--- src/source/kbd_pkg.sv ---
//////////////////////////////
// keyboard package
// code widths, key event and
// receiver state shared by the
// ps/2 to lisp machine path
//////////////////////////////
`default_nettype none

package kbd_pkg;

  // one data byte of a ps/2 frame
  typedef logic [7:0] ps2_byte_t;

  // bit 8 set for keys sent behind an E0 prefix
  typedef logic [8:0] raw_code_t;

  // lisp machine key code, zero when unmapped
  typedef logic [7:0] lm_code_t;

  // released is set on key up
  typedef struct packed {
    logic     released;
    lm_code_t code;
  } key_event_t;

  typedef enum logic [1:0] {
    IDLE,
    SHIFT,
    DONE
  } rx_state_t;

  // prefix bytes from the keyboard
  localparam ps2_byte_t PS2_PREFIX_EXT = 8'hE0;
  localparam ps2_byte_t PS2_PREFIX_REL = 8'hF0;

endpackage

`default_nettype wire

--- src/source/ps2_rx.sv ---
//////////////////////////////
// ps/2 receiver
// samples clock and data, shifts
// in 11-bit frames and checks them
//////////////////////////////
`default_nettype none
`timescale 1ns/10ps

module ps2_rx import kbd_pkg::*; #(
  parameter int IDLE_TIMEOUT = 2000
) (
  input  logic      clk,
  input  logic      arst_n,
  input  logic      ps2_clk,
  input  logic      ps2_data,
  output ps2_byte_t rx_byte,
  output logic      rx_valid,
  output logic      frame_error
);

  localparam int CNT_W = $clog2(IDLE_TIMEOUT + 1);

  logic [1:0]       clk_sync;
  logic [1:0]       data_sync;
  logic             clk_prev;
  logic             clk_fall;
  rx_state_t        state;
  logic [3:0]       bit_cnt;
  logic [10:0]      shift_reg;
  logic [CNT_W-1:0] idle_cnt;
  logic             frame_ok;

  // two-flop synchronizers, lines idle high
  always_ff @(posedge clk or negedge arst_n) begin
    if (!arst_n) begin
      clk_sync  <= 2'b11;
      data_sync <= 2'b11;
      clk_prev  <= 1'b1;
    end else begin
      clk_sync  <= {clk_sync[0], ps2_clk};
      data_sync <= {data_sync[0], ps2_data};
      clk_prev  <= clk_sync[1];
    end
  end

  assign clk_fall = clk_prev & ~clk_sync[1];

  // bit counter and idle timeout
  always_ff @(posedge clk or negedge arst_n) begin
    if (!arst_n) begin
      state    <= IDLE;
      bit_cnt  <= '0;
      idle_cnt <= '0;
    end else begin
      case (state)
        IDLE: begin
          bit_cnt  <= '0;
          idle_cnt <= '0;
          if (clk_fall) begin
            state   <= SHIFT;
            bit_cnt <= 4'd1;
          end
        end
        SHIFT: begin
          if (clk_fall) begin
            idle_cnt <= '0;
            bit_cnt  <= bit_cnt + 4'd1;
            // eleventh bit is the stop bit
            if (bit_cnt == 4'd10) begin
              state <= DONE;
            end
          end else if (idle_cnt == CNT_W'(IDLE_TIMEOUT - 1)) begin
            // keyboard went quiet mid frame
            state <= IDLE;
          end else begin
            idle_cnt <= idle_cnt + 1'b1;
          end
        end
        DONE: begin
          state <= IDLE;
        end
        default: begin
          state <= IDLE;
        end
      endcase
    end
  end

  // lsb first, so the start bit ends up in bit 0
  always_ff @(posedge clk) begin
    if (clk_fall && state != DONE) begin
      shift_reg <= {data_sync[1], shift_reg[10:1]};
    end
  end

  // start low, odd parity over data and parity, stop high
  assign frame_ok = ~shift_reg[0] & (^shift_reg[9:1]) & shift_reg[10];

  assign rx_byte     = shift_reg[8:1];
  assign rx_valid    = (state == DONE) & frame_ok;
  assign frame_error = (state == DONE) & ~frame_ok;

endmodule

`default_nettype wire

--- src/source/scancode_rom.sv ---
//////////////////////////////
// scancode rom
// raw ps/2 codes to lisp
// machine key codes
//////////////////////////////
`default_nettype none
`timescale 1ns/10ps

module scancode_rom import kbd_pkg::*; (
  input  raw_code_t addr,
  output lm_code_t  data
);

  // lisp machine function keys
  localparam lm_code_t LM_K_BREAK        = 8'o201;
  localparam lm_code_t LM_K_CLEAR_INPUT  = 8'o202;
  localparam lm_code_t LM_K_CALL         = 8'o203;
  localparam lm_code_t LM_K_TERMINAL     = 8'o204;
  localparam lm_code_t LM_K_HELP         = 8'o206;
  localparam lm_code_t LM_K_RUBOUT       = 8'o207;
  localparam lm_code_t LM_K_OVERSTRIKE   = 8'o210;
  localparam lm_code_t LM_K_TAB          = 8'o211;
  localparam lm_code_t LM_K_CLEAR_SCREEN = 8'o214;
  localparam lm_code_t LM_K_RETURN       = 8'o215;
  localparam lm_code_t LM_K_ABORT        = 8'o221;
  localparam lm_code_t LM_K_RESUME       = 8'o222;
  localparam lm_code_t LM_K_END          = 8'o224;
  localparam lm_code_t LM_K_HAND_UP      = 8'o231;
  localparam lm_code_t LM_K_HAND_DOWN    = 8'o232;
  localparam lm_code_t LM_K_HAND_LEFT    = 8'o233;
  localparam lm_code_t LM_K_HAND_RIGHT   = 8'o234;
  localparam lm_code_t LM_K_SYSTEM       = 8'o235;
  localparam lm_code_t LM_K_NETWORK      = 8'o236;

  // modifier keys
  localparam lm_code_t LM_SH_LEFT_SHIFT    = 8'o024;
  localparam lm_code_t LM_SH_LEFT_TOP      = 8'o104;
  localparam lm_code_t LM_SH_LEFT_CONTROL  = 8'o020;
  localparam lm_code_t LM_SH_LEFT_META     = 8'o045;
  localparam lm_code_t LM_SH_RIGHT_SHIFT   = 8'o025;
  localparam lm_code_t LM_SH_RIGHT_TOP     = 8'o155;
  localparam lm_code_t LM_SH_RIGHT_CONTROL = 8'o026;
  localparam lm_code_t LM_SH_RIGHT_META    = 8'o165;
  localparam lm_code_t LM_SH_CAPSLOCK      = 8'o125;

  always_comb begin
    case (addr)
      // shift, gui keys as top, ctrl, alt as meta, caps lock
      9'h012: data = LM_SH_LEFT_SHIFT;
      9'h059: data = LM_SH_RIGHT_SHIFT;
      9'h11f: data = LM_SH_LEFT_TOP;
      9'h127: data = LM_SH_RIGHT_TOP;
      9'h014: data = LM_SH_LEFT_CONTROL;
      9'h114: data = LM_SH_RIGHT_CONTROL;
      9'h011: data = LM_SH_LEFT_META;
      9'h111: data = LM_SH_RIGHT_META;
      9'h058: data = LM_SH_CAPSLOCK;

      // f1 to f7, then f12
      9'h005: data = LM_K_TERMINAL;
      9'h006: data = LM_K_SYSTEM;
      9'h004: data = LM_K_NETWORK;
      9'h00c: data = LM_K_ABORT;
      9'h003: data = LM_K_CLEAR_INPUT;
      9'h00b: data = LM_K_HELP;
      9'h083: data = LM_K_CLEAR_SCREEN;
      9'h007: data = LM_K_BREAK;

      // navigation block
      9'h16c: data = LM_K_CALL;
      9'h169: data = LM_K_END;
      9'h17d: data = LM_K_BREAK;
      9'h17a: data = LM_K_RESUME;
      9'h170: data = LM_K_ABORT;
      9'h171: data = LM_K_OVERSTRIKE;

      // esc and cursor arrows
      9'h076: data = LM_K_TERMINAL;
      9'h175: data = LM_K_HAND_UP;
      9'h172: data = LM_K_HAND_DOWN;
      9'h16b: data = LM_K_HAND_LEFT;
      9'h174: data = LM_K_HAND_RIGHT;

      9'h066: data = LM_K_RUBOUT;
      9'h05a: data = LM_K_RETURN;
      9'h00d: data = LM_K_TAB;

      // letters a to z
      9'h01c: data = 8'o123;
      9'h032: data = 8'o114;
      9'h021: data = 8'o164;
      9'h023: data = 8'o163;
      9'h024: data = 8'o162;
      9'h02b: data = 8'o013;
      9'h034: data = 8'o113;
      9'h033: data = 8'o053;
      9'h043: data = 8'o032;
      9'h03b: data = 8'o153;
      9'h042: data = 8'o033;
      9'h04b: data = 8'o073;
      9'h03a: data = 8'o154;
      9'h031: data = 8'o054;
      9'h044: data = 8'o072;
      9'h04d: data = 8'o172;
      9'h015: data = 8'o122;
      9'h02d: data = 8'o012;
      9'h01b: data = 8'o063;
      9'h02c: data = 8'o112;
      9'h03c: data = 8'o152;
      9'h02a: data = 8'o014;
      9'h01d: data = 8'o062;
      9'h022: data = 8'o064;
      9'h035: data = 8'o052;
      9'h01a: data = 8'o124;

      // digits 0 to 9
      9'h045: data = 8'o171;
      9'h016: data = 8'o121;
      9'h01e: data = 8'o061;
      9'h026: data = 8'o161;
      9'h025: data = 8'o011;
      9'h02e: data = 8'o111;
      9'h036: data = 8'o051;
      9'h03d: data = 8'o151;
      9'h03e: data = 8'o031;
      9'h046: data = 8'o071;

      // punctuation
      9'h00e: data = 8'o077;  // backquote
      9'h04e: data = 8'o131;
      9'h055: data = 8'o126;
      9'h05d: data = 8'o037;  // backslash
      9'h054: data = 8'o132;
      9'h05b: data = 8'o137;
      9'h04c: data = 8'o173;
      9'h052: data = 8'o133;
      9'h041: data = 8'o034;
      9'h049: data = 8'o074;
      9'h04a: data = 8'o174;

      // anything else has no lisp machine key
      default: data = '0;
    endcase
  end

endmodule

`default_nettype wire

--- src/source/scancode_decoder.sv ---
//////////////////////////////
// scancode decoder
// prefix tracking, rom lookup
// and key event strobe
//////////////////////////////
`default_nettype none
`timescale 1ns/10ps

module scancode_decoder import kbd_pkg::*; (
  input  logic       clk,
  input  logic       arst_n,
  input  ps2_byte_t  rx_byte,
  input  logic       rx_valid,
  output logic       push,
  output key_event_t key_event
);

  raw_code_t raw_code;
  lm_code_t  lm_code;
  logic      ext;
  logic      rel;
  logic      is_prefix;

  assign is_prefix = (rx_byte == PS2_PREFIX_EXT) || (rx_byte == PS2_PREFIX_REL);

  // extended keys live in the upper half of the table
  assign raw_code = {ext, rx_byte};

  scancode_rom u_rom (
    .addr (raw_code),
    .data (lm_code)
  );

  always_ff @(posedge clk or negedge arst_n) begin
    if (!arst_n) begin
      ext  <= 1'b0;
      rel  <= 1'b0;
      push <= 1'b0;
    end else begin
      push <= rx_valid && !is_prefix && (lm_code != '0);
      if (rx_valid) begin
        if (rx_byte == PS2_PREFIX_EXT) begin
          ext <= 1'b1;
        end else if (rx_byte == PS2_PREFIX_REL) begin
          rel <= 1'b1;
        end else begin
          // code byte ends the sequence, mapped or not
          ext <= 1'b0;
          rel <= 1'b0;
        end
      end
    end
  end

  always_ff @(posedge clk) begin
    if (rx_valid && !is_prefix) begin
      key_event.released <= rel;
      key_event.code     <= lm_code;
    end
  end

endmodule

`default_nettype wire

--- src/source/key_fifo.sv ---
//////////////////////////////
// key event fifo
// circular queue read by strobe,
// drops pushes while full
//////////////////////////////
`default_nettype none
`timescale 1ns/10ps

module key_fifo import kbd_pkg::*; #(
  parameter int FIFO_DEPTH = 8
) (
  input  logic       clk,
  input  logic       arst_n,
  input  logic       push,
  input  key_event_t key_event,
  input  logic       rd,
  output key_event_t key,
  output logic       empty,
  output logic       overflow
);

  localparam int AW = $clog2(FIFO_DEPTH);

  key_event_t  mem [FIFO_DEPTH];
  logic [AW:0] wr_ptr;
  logic [AW:0] rd_ptr;
  logic        full;
  logic        do_write;
  logic        do_read;

  // top pointer bit tells a full ring from an empty one
  assign empty = (wr_ptr == rd_ptr);
  assign full  = (wr_ptr[AW] != rd_ptr[AW]) && (wr_ptr[AW-1:0] == rd_ptr[AW-1:0]);

  assign do_write = push & ~full;
  assign do_read  = rd & ~empty;
  assign overflow = push & full;

  always_ff @(posedge clk or negedge arst_n) begin
    if (!arst_n) begin
      wr_ptr <= '0;
      rd_ptr <= '0;
    end else begin
      if (do_write) begin
        wr_ptr <= wr_ptr + 1'b1;
      end
      if (do_read) begin
        rd_ptr <= rd_ptr + 1'b1;
      end
    end
  end

  always_ff @(posedge clk) begin
    if (do_write) begin
      mem[wr_ptr[AW-1:0]] <= key_event;
    end
  end

  // head of queue, valid while not empty
  assign key = mem[rd_ptr[AW-1:0]];

endmodule

`default_nettype wire

--- src/source/ps2_lispm_kbd.sv ---
//////////////////////////////
// ps/2 to lisp machine keyboard
// receiver, decoder and event
// queue for the host
//////////////////////////////
`default_nettype none
`timescale 1ns/10ps

module ps2_lispm_kbd import kbd_pkg::*; #(
  parameter int IDLE_TIMEOUT = 2000,
  parameter int FIFO_DEPTH   = 8
) (
  input  logic       clk,
  input  logic       arst_n,
  input  logic       ps2_clk,
  input  logic       ps2_data,
  input  logic       rd,
  output key_event_t key,
  output logic       empty,
  output logic       overflow,
  output logic       frame_error
);

  ps2_byte_t  rx_byte;
  logic       rx_valid;
  logic       push;
  key_event_t key_event;

  ps2_rx #(
    .IDLE_TIMEOUT (IDLE_TIMEOUT)
  ) u_rx (
    .clk         (clk),
    .arst_n      (arst_n),
    .ps2_clk     (ps2_clk),
    .ps2_data    (ps2_data),
    .rx_byte     (rx_byte),
    .rx_valid    (rx_valid),
    .frame_error (frame_error)
  );

  scancode_decoder u_decoder (
    .clk       (clk),
    .arst_n    (arst_n),
    .rx_byte   (rx_byte),
    .rx_valid  (rx_valid),
    .push      (push),
    .key_event (key_event)
  );

  // host side queue
  key_fifo #(
    .FIFO_DEPTH (FIFO_DEPTH)
  ) u_fifo (
    .clk       (clk),
    .arst_n    (arst_n),
    .push      (push),
    .key_event (key_event),
    .rd        (rd),
    .key       (key),
    .empty     (empty),
    .overflow  (overflow)
  );

endmodule

`default_nettype wire

--- config.mk ---
export PLATFORM = sky130hd
export DESIGN_NAME = ps2_lispm_kbd
export DESIGN_NICKNAME = d
export VERILOG_FILES = /design/src/source/kbd_pkg.sv /design/src/source/ps2_rx.sv /design/src/source/scancode_rom.sv /design/src/source/scancode_decoder.sv /design/src/source/key_fifo.sv /design/src/source/ps2_lispm_kbd.sv
export SDC_FILE = /design/constraint.sdc
export NUM_CORES = 1
export LEC_CHECK = 0
export BUFFER_PORTS_ARGS = -buffer_cell sky130_fd_sc_hd__buf_2
export CORE_AREA = 4 4 126 128
export DETAILED_ROUTE_END_ITERATION = 6
export DIE_AREA = 0 0 130 132
export GPL_TIMING_DRIVEN = 0
export PLACE_DENSITY = 0.71
export RECOVER_POWER = 100
export SLEW_MARGIN = 30
export SYNTH_ARGS = -nofsm -noshare
export SYNTH_HDL_FRONTEND = slang
export SYNTH_SLANG_ARGS = --single-unit
--- constraint.sdc ---
create_clock -name clk -period 4.65 [get_ports clk]
set_clock_uncertainty 0.15 [all_clocks]
set_input_delay 0.465 -clock clk [delete_from_list [all_inputs] [get_ports clk]]
set_output_delay 0.465 -clock clk [all_outputs]
set_load 0.005 [all_outputs]
==> metrics.txt <==
# TYPE chip_impl_metric gauge
chip_impl_info{name="synth.largest_area_cell",value="sky130_fd_sc_hd__edfxtp_1"} 1
chip_impl_metric{name="post_synth_xor_area_fraction",unit=""} 0.01813
chip_impl_metric{name="hold_path_cells",unit=""} 0
chip_impl_metric{name="overflow",unit=""} 0
chip_impl_metric{name="final.hold.worst_slack",unit="ns"} 0.2070
chip_impl_metric{name="p_per_area",unit="nW/um2"} 356.8
chip_impl_metric{name="post_synth_num_cell_types",unit=""} 70
chip_impl_info{name="cts_tree",value="yes"} 1
chip_impl_metric{name="period_needed",unit="ns"} 3.350
chip_impl_metric{name="synth-async-reset-ratio",unit=""} 0.2640
chip_impl_info{name="mostFrequentLayoutCells",value="92 x sky130_fd_sc_hd__edfxtp_1, 42 x sky130_fd_sc_hd__nor2_1, 41 x sky130_fd_sc_hd__nand2_1, 36 x sky130_fd_sc_hd__clkbuf_1, 28 x sky130_fd_sc_hd__dfrtp_1"} 1
chip_impl_metric{name="cts.repair_timing.setup_buffer_count",unit=""} 0
chip_impl_metric{name="max-clock-path-buffers",unit=""} 2
chip_impl_metric{name="slew_viol_final",unit=""} 34
chip_impl_info{name="combinational_family_with_the_most_area_after_synthesis",value="simple AND/OR/NAND/NOR gates"} 1
chip_impl_metric{name="mappedNetlistArea",unit="um2"} 6555
chip_impl_metric{name="slowest_delay",unit="ns"} 0.56
chip_impl_info{name="worstPathCellList",value="inv_1, ha_1, buf_2, clkbuf_1, and3b_1, a311oi_1, nand4b_1, nor4_1, nand3_1"} 1
chip_impl_metric{name="hold_viol_final",unit=""} 0
chip_impl_metric{name="antenna_cells",unit=""} 0
chip_impl_metric{name="worst_slew_margin_rel",unit=""} -0.1825
chip_impl_info{name="mostFrequentLayoutCell",value="sky130_fd_sc_hd__edfxtp_1"} 1
chip_impl_metric{name="track_usage",unit=""} 0.1929
chip_impl_metric{name="port-buffer-count",unit=""} 16
chip_impl_metric{name="syn-num-nets",unit=""} 572
chip_impl_info{name="violations",value="max-capacitance violations, max-slew violations"} 1
chip_impl_metric{name="cts_htree_levels",unit=""} 4
chip_impl_metric{name="power",unit="mW"} 2.670
chip_impl_metric{name="synth-edff-count",unit=""} 92
chip_impl_metric{name="fin_tns_setup",unit="ns"} 0
chip_impl_metric{name="number_of_register_bits_inferred_by_synthesis",unit=""} 125
chip_impl_metric{name="initial_utilization",unit=""} 0.4410
chip_impl_metric{name="cts.sink_count",unit=""} 125
chip_impl_metric{name="floorplan.core_area",unit="um2"} 14860
chip_impl_metric{name="post_synthesis_adder_cell_area_fraction",unit=""} 0.04008
chip_impl_metric{name="worst_ep_required_time",unit="ns"} 4.63
chip_impl_info{name="path_class",value="reg2reg"} 1
chip_impl_metric{name="final.fill_count",unit=""} 1334
chip_impl_metric{name="gates_resized_cts_repair",unit=""} 0
chip_impl_metric{name="post_drt_via_cell_ratio",unit=""} 6.175
chip_impl_metric{name="final_design_area_no_fill",unit="um2"} 7482
chip_impl_metric{name="initial_antenna_violation_count",unit=""} 0
chip_impl_metric{name="finalNetCount",unit=""} 612
chip_impl_info{name="timing.hold.worst.class",value="reg2reg"} 1
chip_impl_info{name="reg2reg_from",value="u_rx.shift_reg[7]"} 1
chip_impl_metric{name="routed_wire_length_per_instance",unit="um"} 20.74
chip_impl_metric{name="design.die.area",unit="um2"} 17160
chip_impl_metric{name="dieWidth",unit="um"} 130
chip_impl_metric{name="critPathMaxFanout",unit=""} 10
chip_impl_metric{name="syn_avg_cell_area",unit="um2"} 12.01
chip_impl_metric{name="grt_pass1_vias",unit=""} 4786
chip_impl_metric{name="static-leakage-power",unit="nW"} 2.715
chip_impl_metric{name="final-setup-viol-count",unit=""} 0
chip_impl_metric{name="route.detailed.drc",unit=""} 0
chip_impl_info{name="clockRootBuffer",value="sky130_fd_sc_hd__clkbuf_16"} 1
chip_impl_metric{name="peakVddDrop",unit="mV"} 0.2542
chip_impl_metric{name="synth_simple_gate_area_share",unit=""} 0.1514
chip_impl_metric{name="synth-compound-area-share",unit=""} 0.1210
chip_impl_metric{name="worst_skew_late_latency",unit="ns"} 0.42
chip_impl_metric{name="boundaryPins",unit=""} 17
chip_impl_metric{name="final.period_utilization",unit=""} 0.7205
chip_impl_metric{name="first_pass_grt_wire_length",unit="mm"} 25.59
chip_impl_info{name="outcome",value="finished with violations"} 1
chip_impl_metric{name="place_congestion",unit=""} 1.029
chip_impl_info{name="timing.critical_path.slowest_stage_cell",value="sky130_fd_sc_hd__a311oi_1"} 1
chip_impl_metric{name="drtIter0Drc",unit=""} 660
chip_impl_metric{name="netlist_instances",unit=""} 546
chip_impl_metric{name="tightestPinTransition",unit="ns"} 1.774
chip_impl_metric{name="flow.area_growth_from_synthesis",unit="%"} 14.14
chip_impl_metric{name="grt_max_degree",unit=""} 34
chip_impl_metric{name="drive_gt1_frac",unit=""} 0.1519
chip_impl_metric{name="placed_cell_area",unit="um2"} 6898
chip_impl_metric{name="largest_reg_flops",unit=""} 72
chip_impl_metric{name="fmax",unit="GHz"} 0.2985
chip_impl_info{name="cp_top_family",value="simple AND/OR/NAND/NOR gates"} 1
chip_impl_metric{name="dieHeight",unit="um"} 132
chip_impl_metric{name="post-dp-hpwl",unit="mm"} 11.34
chip_impl_info{name="dominantRegCellSynth",value="sky130_fd_sc_hd__edfxtp_1"} 1
chip_impl_metric{name="placementRows",unit=""} 45
chip_impl_info{name="hold_path_start",value="u_rx.data_sync[0]"} 1
chip_impl_metric{name="cp_num_buf_inv",unit=""} 3
chip_impl_metric{name="num_cts_buffers",unit=""} 17
chip_impl_metric{name="antenna_nets_post_route",unit=""} 0
chip_impl_metric{name="num_vias",unit=""} 4860
chip_impl_metric{name="detail_route.first_pass.iterations",unit=""} 6
chip_impl_info{name="synth.area.top_cells",value="sky130_fd_sc_hd__edfxtp_1 42%, sky130_fd_sc_hd__dfrtp_1 11%, sky130_fd_sc_hd__mux4_2 6.2%"} 1
chip_impl_metric{name="number_of_warning_messages_in_the_yosys_log",unit=""} 0
chip_impl_metric{name="drv_cap",unit=""} 1
chip_impl_info{name="critPathLaunch",value="u_rx.shift_reg[7]"} 1
chip_impl_info{name="cp-start-kind",value="flop"} 1
chip_impl_metric{name="post_synth_mux_area_share",unit=""} 0.08570
chip_impl_metric{name="clk_pin_slew_worst_paths",unit="ns"} 0.06
chip_impl_info{name="setup_repair_after_global_routing_missed_its_margin",value="no"} 1
chip_impl_info{name="setup.worst_path.end_class",value="flop"} 1
chip_impl_metric{name="cp_num_cells",unit=""} 9
chip_impl_metric{name="yosysSeqAreaShare",unit=""} 0.5484
chip_impl_metric{name="synth_largest_type_area_fraction",unit=""} 0.4215
chip_impl_metric{name="arrival",unit="ns"} 3.33
chip_impl_metric{name="worst_r2r_path_depth",unit=""} 9
chip_impl_metric{name="drt_wl_total",unit="mm"} 16.32
report_power, final:
part           total, mW  switching [mW]  internal (mW)
logic              0.163          0.0988         0.0637
registers           1.22          0.0118           1.20
clock network       1.29           0.493          0.798
total               2.67           0.604           2.07
path summary, 6_finish.rpt:
path	slack [ns]	end
max	1.30	u_decoder.key_event[4]
min	0.21	u_rx.data_sync[1]
max reg2reg	1.30	u_decoder.key_event[4]
min reg2reg	0.21	u_rx.data_sync[1]
max in group asynchronous	2.41	u_decoder.push
min in group asynchronous	0.91	u_rx.bit_cnt[3]
area by class of cell:
class                           count  area (um2)  area share
Sequential cell                   125        3595      0.4804
Multi-Input combinational cell    368        2729      0.3647
Clock buffer                       18       429.2     0.05736
Tap cell                          188       235.2     0.03144
Buffer                             37       166.4     0.02224
Clock inverter                     14       158.9     0.02124
Timing Repair Buffer               21       108.9     0.01455
Inverter                           16       60.06    0.008027
logic make-up after synthesis:
kind of cell	after synthesis
simple gates	188
flops	125
compound gates	115
buf+inv	53
mux	32
fa+ha+maj	21
xor+xnor	12
timing repair:
action	in CTS	in global routing
hold endpoints to repair	30	0
hold buffers	3	0
setup endpoints to repair	0	0
synthesized netlist by cell type (all sizes together), types with 9 or more instances:
master  instances
nand4          15
o21ai          26
clkbuf         21
dfrtp          28
edfxtp         92
inv            16
mux4           18
a21oi          24
ha             21
nand2          41
buf            16
nor2b           9
nand2b         11
mux2           13
nand3          17
nor3           11
nor2           42
and3            9
metal layers:
metal  part of all wire  track usage  wire (um)
met1               0.41       0.2609       6611
met2               0.48       0.3011       7896
met3              0.081      0.04741       1316
met4              0.030      0.07159        494
met5                  0            0          0
through the flow:
stage	cells	setup slack (ns)	utilization
2_1_floorplan	546	2.056	-
3_3_place_gp	750	1.499	0.4622
3_5_place_dp	752	1.600	0.4641
4_1_cts	787	1.586	0.5056
5_1_grt	787	1.304	0.5034
6_report	787	1.300	0.5034
worst reg2reg max path: cells and delay by family (launching register included):
kind	cells	cell delay, ns
simple gates	4	1.14
buf+inv	3	0.57
compound gates	1	0.57
flops	1	0.39
fa+ha+maj	1	0.25
No activity file was read; power rests on OpenSTA's default activity.
